File: src/dma_pkg.sv
/*
  TCDM starts at address 0 and is interleaved slice by slice across the groups.
  Slice and region sizes are powers of two, and a region fits in len_width bits.
*/
package dma_pkg;

  localparam int unsigned addr_width = 32;
  localparam int unsigned len_width = 16;

  // Slice geometry, 16 banks of 4 bytes per group
  localparam int unsigned num_groups = 4;
  localparam int unsigned slice_bytes = 64;
  localparam int unsigned region_bytes = num_groups * slice_bytes;

  // Pieces a group may hold before reporting done
  localparam int unsigned fifo_depth = 16;

  typedef logic [$clog2(num_groups)-1:0] group_idx_t;

  // Byte length is at least 1
  typedef struct packed {
    logic [addr_width-1:0] src;
    logic [addr_width-1:0] dst;
    logic [len_width-1:0]  len;
  } dma_req_t;

endpackage

File: src/dma_req_if.sv
/*
  Valid/ready request channel. Valid and req stay stable until ready is seen.
*/
interface dma_req_if import dma_pkg::*; ();

  logic     valid;
  logic     ready;
  dma_req_t req;

  modport source (
    output valid,
    output req,
    input  ready
  );

  modport sink (
    input  valid,
    input  req,
    output ready
  );

endinterface

File: src/dma_burst_splitter.sv
/*
  Cuts a burst at region boundaries. A new burst is taken only once the last
  chunk of the previous one has gone out.
*/
module dma_burst_splitter import dma_pkg::*; #(
  parameter int unsigned NumGroups  = num_groups,
  parameter int unsigned SliceBytes = slice_bytes
) (
  input  logic clk_i,
  input  logic reset_i,
  dma_req_if.sink   burst_i,
  dma_req_if.source chunk_o,
  output logic busy_o
);

  localparam int unsigned RegionBytes = NumGroups * SliceBytes;
  localparam int unsigned RegionBits  = $clog2(RegionBytes);

  dma_req_t             rem_q;
  logic                 busy_q;
  logic [len_width-1:0] to_boundary;
  logic [len_width-1:0] chunk_len;
  logic                 last;

  // Bytes left before the next region starts
  assign to_boundary = len_width'(RegionBytes) - len_width'(rem_q.dst[RegionBits-1:0]);
  assign chunk_len   = (rem_q.len < to_boundary) ? rem_q.len : to_boundary;
  assign last        = (rem_q.len == chunk_len);

  assign burst_i.ready = ~busy_q;
  assign chunk_o.valid = busy_q;
  assign chunk_o.req   = '{src: rem_q.src, dst: rem_q.dst, len: chunk_len};

  always_ff @(posedge clk_i) begin
    if (reset_i) begin
      busy_q <= 1'b0;
    end else if (burst_i.valid && burst_i.ready) begin
      busy_q <= 1'b1;
    end else if (chunk_o.ready && busy_q && last) begin
      busy_q <= 1'b0;
    end
  end

  always_ff @(posedge clk_i) begin
    if (burst_i.valid && burst_i.ready) begin
      rem_q <= burst_i.req;
    end else if (chunk_o.ready && busy_q) begin
      rem_q.src <= rem_q.src + addr_width'(chunk_len);
      rem_q.dst <= rem_q.dst + addr_width'(chunk_len);
      rem_q.len <= rem_q.len - chunk_len;
    end
  end

  assign busy_o = busy_q;

endmodule

File: src/dma_completion_tracker.sv
/*
  At most NumGroups * FifoDepth pieces may wait for their done pulse.
  A done pulse must never come before its piece was issued.
*/
module dma_completion_tracker import dma_pkg::*; #(
  parameter int unsigned NumGroups = num_groups,
  parameter int unsigned FifoDepth = fifo_depth
) (
  input  logic                 clk_i,
  input  logic                 reset_i,
  input  logic [NumGroups-1:0] issued_i,
  input  logic [NumGroups-1:0] done_i,
  input  logic [2:0]           stage_busy_i,
  output logic                 idle_o
);

  localparam int unsigned CntWidth = $clog2(NumGroups * FifoDepth + 1);
  localparam int unsigned NumWidth = $clog2(NumGroups + 1);

  logic [CntWidth-1:0] cnt_q;
  logic [CntWidth-1:0] cnt_d;
  logic [NumWidth-1:0] n_issued;
  logic [NumWidth-1:0] n_done;
  logic                idle_q;

  always_comb begin
    n_issued = '0;
    n_done   = '0;
    for (int g = 0; g < NumGroups; g++) begin
      n_issued = n_issued + NumWidth'(issued_i[g]);
      n_done   = n_done + NumWidth'(done_i[g]);
    end
    cnt_d = cnt_q + CntWidth'(n_issued) - CntWidth'(n_done);
  end

  always_ff @(posedge clk_i) begin
    if (reset_i) begin
      cnt_q  <= '0;
      idle_q <= 1'b1;
    end else begin
      cnt_q  <= cnt_d;
      idle_q <= (cnt_q == '0) && !(|stage_busy_i);
    end
  end

  assign idle_o = idle_q;

endmodule

File: src/dma_distrib_top.sv
/*
  DMA front end: ingress cut, region split, per-group distribution and buffers.
  Pieces count as issued when a group buffer takes them, until grp_done_i.
*/
module dma_distrib_top import dma_pkg::*; #(
  parameter int unsigned NumGroups  = num_groups,
  parameter int unsigned SliceBytes = slice_bytes,
  parameter int unsigned FifoDepth  = fifo_depth
) (
  input  logic                           clk_i,
  input  logic                           reset_i,
  input  dma_req_t                       dma_req_i,
  input  logic                           dma_req_valid_i,
  output logic                           dma_req_ready_o,
  output dma_req_t       [NumGroups-1:0] grp_req_o,
  output logic           [NumGroups-1:0] grp_valid_o,
  input  logic           [NumGroups-1:0] grp_ready_i,
  input  logic           [NumGroups-1:0] grp_done_i,
  output logic                           idle_o
);

  logic [NumGroups-1:0] issued;
  logic [2:0]           stage_busy;

  dma_req_if in_if ();
  dma_req_if cut_if ();
  dma_req_if chunk_if ();
  dma_req_if piece_if [NumGroups] ();
  dma_req_if grp_if [NumGroups] ();

  assign in_if.valid     = dma_req_valid_i;
  assign in_if.req       = dma_req_i;
  assign dma_req_ready_o = in_if.ready;

  dma_spill_buffer i_ingress_buffer (
    .clk_i  (clk_i        ),
    .reset_i(reset_i      ),
    .in_i   (in_if        ),
    .out_o  (cut_if       ),
    .busy_o (stage_busy[0])
  );

  dma_burst_splitter #(
    .NumGroups (NumGroups ),
    .SliceBytes(SliceBytes)
  ) i_splitter (
    .clk_i  (clk_i        ),
    .reset_i(reset_i      ),
    .burst_i(cut_if       ),
    .chunk_o(chunk_if     ),
    .busy_o (stage_busy[1])
  );

  dma_group_distributor #(
    .NumGroups (NumGroups ),
    .SliceBytes(SliceBytes)
  ) i_distributor (
    .clk_i  (clk_i        ),
    .reset_i(reset_i      ),
    .chunk_i(chunk_if     ),
    .piece_o(piece_if     ),
    .busy_o (stage_busy[2])
  );

  for (genvar g = 0; g < NumGroups; g++) begin : gen_group
    dma_spill_buffer i_group_buffer (
      .clk_i  (clk_i      ),
      .reset_i(reset_i    ),
      .in_i   (piece_if[g]),
      .out_o  (grp_if[g]  ),
      .busy_o (           )
    );

    // Counted on entry to the group buffer
    assign issued[g]      = piece_if[g].valid & piece_if[g].ready;
    assign grp_req_o[g]   = grp_if[g].req;
    assign grp_valid_o[g] = grp_if[g].valid;
    assign grp_if[g].ready = grp_ready_i[g];
  end

  dma_completion_tracker #(
    .NumGroups(NumGroups),
    .FifoDepth(FifoDepth)
  ) i_tracker (
    .clk_i       (clk_i     ),
    .reset_i     (reset_i   ),
    .issued_i    (issued    ),
    .done_i      (grp_done_i),
    .stage_busy_i(stage_busy),
    .idle_o      (idle_o    )
  );

endmodule

File: src/dma_group_distributor.sv
/*
  Expects chunks that stay inside one region. Each group whose slice the chunk
  touches gets one piece, and all pieces are offered in the same cycle.
*/
module dma_group_distributor import dma_pkg::*; #(
  parameter int unsigned NumGroups  = num_groups,
  parameter int unsigned SliceBytes = slice_bytes
) (
  input  logic clk_i,
  input  logic reset_i,
  dma_req_if.sink   chunk_i,
  dma_req_if.source piece_o [NumGroups],
  output logic busy_o
);

  localparam int unsigned RegionBytes = NumGroups * SliceBytes;
  localparam int unsigned RegionBits  = $clog2(RegionBytes);

  dma_req_t              chunk_q;
  logic                  busy_q;
  logic [NumGroups-1:0]  acc_mask_q;
  logic [NumGroups-1:0]  involved;
  logic [NumGroups-1:0]  fire;
  logic                  all_done;
  logic [len_width-1:0]  off;
  logic [len_width-1:0]  end_off;
  logic [addr_width-1:0] region_base;

  // Chunk span as offsets within its region
  assign off         = len_width'(chunk_q.dst[RegionBits-1:0]);
  assign end_off     = off + chunk_q.len;
  assign region_base = {chunk_q.dst[addr_width-1:RegionBits], {RegionBits{1'b0}}};

  for (genvar g = 0; g < NumGroups; g++) begin : gen_piece
    localparam logic [len_width-1:0] SliceLo = len_width'(g * SliceBytes);
    localparam logic [len_width-1:0] SliceHi = len_width'((g + 1) * SliceBytes);

    logic [len_width-1:0] p_lo;
    logic [len_width-1:0] p_hi;
    dma_req_t             piece;

    // Overlap of the chunk with this group's slice
    assign p_lo        = (off > SliceLo) ? off : SliceLo;
    assign p_hi        = (end_off < SliceHi) ? end_off : SliceHi;
    assign involved[g] = (p_lo < p_hi);

    assign piece.src = chunk_q.src + addr_width'(p_lo - off);
    assign piece.dst = region_base + addr_width'(p_lo);
    assign piece.len = p_hi - p_lo;

    assign piece_o[g].req   = piece;
    assign piece_o[g].valid = busy_q & involved[g] & ~acc_mask_q[g];
    assign fire[g]          = busy_q & involved[g] & ~acc_mask_q[g] & piece_o[g].ready;
  end

  // Done once every involved group has taken its piece
  assign all_done      = busy_q & (&(acc_mask_q | fire | ~involved));
  assign chunk_i.ready = ~busy_q | all_done;

  always_ff @(posedge clk_i) begin
    if (reset_i) begin
      busy_q     <= 1'b0;
      acc_mask_q <= '0;
    end else if (chunk_i.valid && chunk_i.ready) begin
      busy_q     <= 1'b1;
      acc_mask_q <= '0;
    end else if (all_done) begin
      busy_q     <= 1'b0;
      acc_mask_q <= '0;
    end else begin
      acc_mask_q <= acc_mask_q | fire;
    end
  end

  always_ff @(posedge clk_i) begin
    if (chunk_i.valid && chunk_i.ready) begin
      chunk_q <= chunk_i.req;
    end
  end

  assign busy_o = busy_q;

endmodule

File: src/dma_spill_buffer.sv
/*
  Two-entry spill register. Output is one cycle behind the input and
  ready only drops once both entries are held.
*/
module dma_spill_buffer import dma_pkg::*; (
  input  logic clk_i,
  input  logic reset_i,
  dma_req_if.sink   in_i,
  dma_req_if.source out_o,
  output logic busy_o
);

  dma_req_t a_data_q;
  dma_req_t b_data_q;
  logic     a_full_q;
  logic     b_full_q;
  logic     a_fill;
  logic     a_drain;
  logic     b_fill;
  logic     b_drain;

  assign a_fill  = in_i.valid & in_i.ready;
  // Entry a empties whenever b is free
  assign a_drain = a_full_q & ~b_full_q;
  assign b_fill  = a_drain & ~out_o.ready;
  assign b_drain = b_full_q & out_o.ready;

  always_ff @(posedge clk_i) begin
    if (reset_i) begin
      a_full_q <= 1'b0;
      b_full_q <= 1'b0;
    end else begin
      a_full_q <= a_fill | (a_full_q & ~a_drain);
      b_full_q <= b_fill | (b_full_q & ~b_drain);
    end
  end

  always_ff @(posedge clk_i) begin
    if (a_fill) begin
      a_data_q <= in_i.req;
    end
    if (b_fill) begin
      b_data_q <= a_data_q;
    end
  end

  assign in_i.ready  = ~a_full_q | ~b_full_q;
  assign out_o.valid = a_full_q | b_full_q;
  // b holds the older entry, so it goes first
  assign out_o.req   = b_full_q ? b_data_q : a_data_q;
  assign busy_o      = a_full_q | b_full_q;

endmodule

File: config.mk
export PLATFORM = sky130hd
export DESIGN_NAME = dma_distrib_top
export DESIGN_NICKNAME = d
export VERILOG_FILES = /design/src/dma_pkg.sv /design/src/dma_req_if.sv /design/src/dma_burst_splitter.sv /design/src/dma_completion_tracker.sv /design/src/dma_distrib_top.sv /design/src/dma_group_distributor.sv /design/src/dma_spill_buffer.sv
export SDC_FILE = /design/constraint.sdc
export NUM_CORES = 1
export LEC_CHECK = 0
export ABC_AREA = 1
export BUFFER_PORTS_ARGS = -buffer_cell sky130_fd_sc_hd__buf_2
export CELL_PAD_IN_SITES_DETAIL_PLACEMENT = 2
export CELL_PAD_IN_SITES_GLOBAL_PLACEMENT = 2
export CORE_UTILIZATION = 30
export DETAILED_ROUTE_END_ITERATION = 8
export PLACE_DENSITY = 0.66
export SETUP_SLACK_MARGIN = 0.15
export SLEW_MARGIN = 10
export SYNTH_ARGS = -nofsm -noshare
export SYNTH_HDL_FRONTEND = slang
export SYNTH_SLANG_ARGS = --single-unit
File: constraint.sdc
create_clock -name clk_i -period 26.3 [get_ports clk_i]
set_clock_uncertainty 0.1 [all_clocks]
set_input_delay 2.63 -clock clk_i [delete_from_list [all_inputs] [get_ports clk_i]]
set_output_delay 2.63 -clock clk_i [all_outputs]
set_load 0.01 [all_outputs]
# == Word-level counts from Yosys, hierarchy flattened ==
# Index checks and enable logic that the tools add are counted.
# word_totals
output_inout_bits,326
wordCells,219
inputBits,91
regBits,984
# classes
addsub,29
order_cmp,13
n_bitwise,93
muxes,20
reduce_logical,12
eq_ne,1
# op_table
operator,n
80-bit 2-to-1 mux,7
32-bit by 16-bit adder with 32-bit output,6
32-bit adder,4
16-bit less-than comparator,5
16-bit 2-to-1 mux,5
16-bit subtractor,5
16-bit by 8-bit subtractor with 17-bit output,4
1-bit bitwise AND,39
16-bit by 8-bit less-than comparator with 1-bit output (second input constant),2
8-bit 2-to-1 mux,4
1-bit inverter,30
1-bit bitwise OR,21
8-bit by 16-bit adder with 16-bit output,1
16-bit equality test,1
8-bit > comparator (second input constant),2
16-bit by 7-bit less-than comparator with 1-bit output (second input constant),1
16-bit by 9-bit less-than comparator with 1-bit output (second input constant),1
3-bit by 1-bit adder with 3-bit output,4
9-bit by 8-bit subtractor with 10-bit output (first input constant),1
8-bit by 1-bit > comparator with 1-bit output (second input constant),1
8-bit by 7-bit > comparator with 1-bit output (second input constant),1
4-bit bitwise OR,2
7-bit by 3-bit adder with 7-bit output,1
7-bit logical NOT,1
other kinds (9),19

# == Longest topological paths before layout ==
# logic_depth
depth_word,16
ltp_mapped,46
ltp_nobuf,46

# == By module ==
# From an unflattened synthesis, not the netlist that was laid out.
# hier_totals
hier_cells,5252
hier_area_um2,51212.9
# modules_own_cells
mod,n_inst,area_each_um2,cells_per_inst,seq_area_each_um2
dma_spill_buffer,5,5931.9,430,4844.6
dma_group_distributor,1,12688.4,1771,2502.4
dma_burst_splitter,1,8120.3,1230,2422.3
dma_completion_tracker,1,684.4,89,160.2
dma_distrib_top,1,60.1,12,0.0

# == Worst setup path after synthesis ==
# Ideal clock, no wire load.
# synth_path
path_kind,reg2reg
start,register i_distributor.chunk_q[16] in the netlist's numbering
end,register i_tracker.cnt_q[6]
n_path_buf,0
period_less_slack_ps,11397
t_arrival_ps,11227
required_time_ps,26130
setup_ps,70
setup_slack_ps,14903
stages_incl_launch_ff,39
path_cell_list,edfxtp_1 ha_1 fa_1 nand3_1 nand3_1 nand2_1 nand3b_1 nand2_1 nand3_1 nor2_2 nand2_4 nor2_1 nand2_1 ha_1 inv_1 fa_1 nand3_1 nand2_1 [3 not listed] nor3_1 inv_2 fa_1 inv_1 ha_1 inv_1 fa_1 inv_1 fa_1 a21oi_1 nor2_1 nor2_1 nor2_1 nor2_1 nor2_1 nor2_1 o21ai_0 a21oi_1
# synth_between
word_cells_on_any_way,38
classes_between,6 x add/sub; 12 x order compare; 8 x mux; 12 x bitwise
# synth_lines
item,line_no,source
start: declaration,dma_group_distributor.sv:19,dma_req_t chunk_q;
start signal: assignment,dma_group_distributor.sv:77,chunk_q <= chunk_i.req;
8-bit by 16-bit adder with 16-bit output,dma_group_distributor.sv:31,assign end_off = off + chunk_q.len;
16-bit by 8-bit less-than comparator with 1-bit output,dma_group_distributor.sv:44,assign p_hi = (end_off < SliceHi) ? end_off : SliceHi;
16-bit 2-to-1 mux,dma_group_distributor.sv:44,
16-bit less-than comparator (*),dma_group_distributor.sv:45,assign involved[g] = (p_lo < p_hi);
1-bit bitwise AND (*) (2 in a row),dma_group_distributor.sv:52,assign piece_o[g].valid = busy_q & involved[g] & ~acc_mask_q[g];
1-bit bitwise AND (*),--,
via gen_group[2].i_group_buffer.a_fill,dma_spill_buffer.sv:17,logic a_fill;
3-bit by 1-bit adder with 3-bit output (*) (2 in a row),dma_completion_tracker.sv:30,n_issued = n_issued + NumWidth'(issued_i[g]);
7-bit by 3-bit adder with 7-bit output (*),dma_completion_tracker.sv:33,cnt_d = cnt_q + CntWidth'(n_issued) - CntWidth'(n_done);
7-bit by 3-bit subtractor with 7-bit output (*),dma_completion_tracker.sv:33,
end signal: assignment,dma_completion_tracker.sv:41,cnt_q <= cnt_d;
end: declaration,dma_completion_tracker.sv:20,logic [CntWidth-1:0] cnt_q;
# Mark *: on every way through the listed nets, which the timed path passes. The rest lies on a longest branch.
# A chain may end at the register's enable or synchronous reset.

# == Worst setup path after layout ==
# layout_path
start,register i_distributor.chunk_q[16] in the netlist's numbering
end,register i_tracker.cnt_q[6]
# layout_between
elab_chain_cells,12
word_cells_on_any_way,38
classes_between,6 x add/sub; 12 x order compare; 8 x mux; 12 x bitwise
# layout_lines
item,line_no
8-bit by 16-bit adder with 16-bit output,dma_group_distributor.sv:31
16-bit by 8-bit less-than comparator with 1-bit output,dma_group_distributor.sv:44
16-bit 2-to-1 mux,dma_group_distributor.sv:44
16-bit less-than comparator (*),dma_group_distributor.sv:45
1-bit bitwise AND (*) (2 in a row),dma_group_distributor.sv:52
1-bit bitwise AND (*),--
via gen_group[1].i_group_buffer.a_fill,dma_spill_buffer.sv:17
1-bit by 1-bit adder with 2-bit output (*),dma_completion_tracker.sv:30
3-bit by 1-bit adder with 3-bit output (*) (2 in a row),dma_completion_tracker.sv:30
7-bit by 3-bit adder with 7-bit output (*),dma_completion_tracker.sv:33
7-bit by 3-bit subtractor with 7-bit output (*),dma_completion_tracker.sv:33
# Marks and branches as above.

==> out/metrics.cfg <==
[status]
outcome=complete, no violations

[placement]
dp_hpwl_mm=123.9
place_ws_ns=18.70
place_congestion=0.8389
port-buffer-count=416

[clocking]
cts_buffers=113
cts_resized=0
numClockSinks=984
post_cts_buffers=0
hold_buffers=0
cts_max_level=3
clkTransAtPathRegs_ns=0.06
clock-root-buffer=clkbuf_16
clock_latency_ns=0.74
clockBufferDepth=3
cts_tree=yes

[synth]
ys_types=56
synth_ff_type=edfxtp_1
yosys_warnings=0
ys_seq_area_frac=0.6061
synthArstFlopShare=0
syn_area_per_cell_um2=10.20
netlist_area_um2=48360
ys_ff_latch=984
synth_edf_count=960
synthCells=4742

[pwr]
p_switching_w=0.001670
switching_share=0.3403
seqPwrFrac=0.419
share_comb_of_total_power=0.269
clockPowerShare=0.312
p_int_w=0.003238
irDropWorstVdd_mv=0.05942
p_per_area_nw_per_um2=86.55
p_leak_nw=23.90

[floorplanning]
die_area_um2=162800
die_height_um=403.5
initial_core_util=0.3039
rows=146
die-width_um=403.5
io_pins=417
core_area_um2=159100

[timing]
final_hold_viol_count=0
fin_setup_tns_ns=0
setup_violations=0
max_slew.worst_pin.slew_ns=1.176
fin_crit_sh=0.2875
setup_ws_ns=18.74
rsz0062_at_grt=no
slew_viol_final=0
slew_headroom=0.2077
fmax_mhz=132.2
fin_crit_ns=7.562

[cells_and_area]
fin_nets=5571
drive_above_1_share=0.1317
fillerInstances=17340
area_growth_pct=17.27
final_common_cell=nand2_1
final_cell_mix=1,748 x nand2_1, 960 x edfxtp_1, 416 x buf_2

[global_route]
grt.overflow.total=0
grt_pass1_vias=37850
use_met2=0.3230
grt_pass1_wl_mm=245.7
grtUsageMet3=0.02413
antenna_found_initial=13
grt.met1_usage=0.2829
grtUsageTotal=0.2004
busiest_layer=met2
grt_start_max_net_pins=71

[min_path]
hold_path_startpoint=gen_group[2].i_group_buffer.a_data_q[27]
holdCritPathClass=reg -> reg
hold_path_end=gen_group[2].i_group_buffer.b_data_q[27]
hold_path_depth=0

[critical_path]
crit_required_ns=26.86
cp-start-kind=flip-flop
critical_path_class=reg -> reg
worst-path-max-fanout=26
max_stage_delay_ns=0.65
r2r_cells=41
path_common_cell=nor2_1
slowest_stage=nor2_4
worstPathArrival_ns=8.12
reg2reg_from=i_distributor.chunk_q[16]
ff2ff_setup_slack_ns=18.74
cp-end-kind=flip-flop
worstReg2RegEnd=i_tracker.cnt_q[6]

[detailed_routing]
first_pass_iters=5
dr_total_vias=35250
vias_per_cell=4.720
finalWirelength_mm=164.6
drtIter0Drc=1820
final_antenna_net_count=0
wl_per_cell_um=22.03
route.detailed.drc=0

[flow_run]
drv_cap=0

-- stage by stage --
stage | utilization | hold slack [ns] | area, um2 | total power [W] | cells
3_3_place_gp | 0.3342 | 0.3291 | 53170 | 0.003366 | 7258
2_1_floorplan | - | 0.3174 | 48540 | 0.002919 | 4789
6_report | 0.3564 | 0.3381 | 56710 | 0.004908 | 7469
3_5_place_dp | 0.3342 | 0.3307 | 53170 | 0.003406 | 7258
5_1_grt | 0.3564 | 0.3494 | 56710 | 0.005181 | 7469
4_1_cts | 0.3564 | 0.3264 | 56710 | 0.004962 | 7468
-- layout make-up --
class,count,area [um2],share of cell area
well taps,2146,2685,0.04735
repair buffers,450,2337,0.04121
inverters,378,1423,0.02509
clock inverters,72,553.0,0.009752
diodes,1,2.502,0.00004413
multi-input cells,3300,17400,0.3068
flip-flops and latches,984,29320,0.5171
clock buffers,138,2985,0.05264
-- layer usage --
layer / vias up / wire, um
met5: - / 0
li1: 16900 / -
met4: 0 / 4406
met1: 17550 / 79570
met3: 196 / 5295
met2: 607 / 75300
-- power by group through the flow --
stage                     logic (W)  registers [W]  clock network (W)
after floorplan            0.000897        0.00202                  0
after global placement      0.00128        0.00208                  0
after detailed placement    0.00132        0.00209                  0
after CTS                   0.00133        0.00206            0.00158
after global routing        0.00148        0.00207            0.00163
final                       0.00132        0.00206            0.00153
-- flip-flops by register name, indices dropped and copies added, names as in the netlist, 7 cells and up --
name                               cells
gen_group.i_group_buffer.a_data_q    320
gen_group.i_group_buffer.b_data_q    320
i_distributor.chunk_q                 80
i_ingress_buffer.a_data_q             80
i_ingress_buffer.b_data_q             80
i_splitter.chunk_o.req                64
i_splitter.rem_q                      16
i_tracker.cnt_q                        7
-- critical path, delay by kind of cell, from the launching register on --
family / cells / cell delay [ns]
flip-flops: 1 / 0.53
buffers and inverters: 6 / 0.49
AND/OR/NAND/NOR: 22 / 2.68
AO/OA/AOI/OAI: 5 / 0.85
adder cells (fa/ha/maj): 8 / 2.84
-- cells by family after synthesis --
| family | Yosys count | share of synthesized area |
|---|---|---|
| mux | 1 | 0.0002070 |
| compound gates | 509 | 0.05915 |
| flops | 984 | 0.6061 |
| other cells | 2 | 0.0001553 |
| xor+xnor | 229 | 0.04147 |
| buf+inv | 505 | 0.03956 |
| fa+ha+maj | 253 | 0.06810 |
| simple gates | 2259 | 0.1853 |
-- cell usage after synthesis, types with 6 or more instances --
cell,instances,area share
a31oi_1,25,0.0032
fa_1,17,0.0070
or2_2,9,0.0012
nand3_1,113,0.012
a21oi_2,6,0.0011
xnor2_1,82,0.015
dfxtp_1,24,0.0099
nor3_1,49,0.0051
xor2_1,147,0.027
o211ai_1,18,0.0028
nor2_1,260,0.020
nor2_2,9,0.0012
nand4_1,32,0.0041
a21oi_1,247,0.026
clkbuf_1,111,0.0086
edfxtp_1,960,0.60
buf_1,10,0.00078
a21o_1,10,0.0016
inv_1,362,0.028
o21ai_0,127,0.013
nand2_2,8,0.0010
o21ai_1,13,0.0013
nor4_1,9,0.0012
o21bai_1,10,0.0016
o21a_1,18,0.0028
o21ai_2,8,0.0014
inv_2,16,0.0012
nand2_1,1749,0.14
ha_1,236,0.061
-- how the worst max path moves through the flow --
stage / depth (start not counted) / start / end / slack (ns)
after global placement: 41 / i_distributor.chunk_q[16] / i_tracker.cnt_q[6] / 18.88
after CTS: 41 / i_distributor.chunk_q[16] / i_tracker.cnt_q[6] / 18.66
after floorplan: 38 / i_distributor.chunk_q[16] / i_tracker.cnt_q[6] / 14.90
final: 41 / i_distributor.chunk_q[16] / i_tracker.cnt_q[6] / 18.74
after global routing: 44 / i_distributor.chunk_q[16] / i_tracker.cnt_q[6] / 18.05
after detailed placement: 41 / i_distributor.chunk_q[16] / i_tracker.cnt_q[6] / 18.70
(Power assumes the default switching activity.)
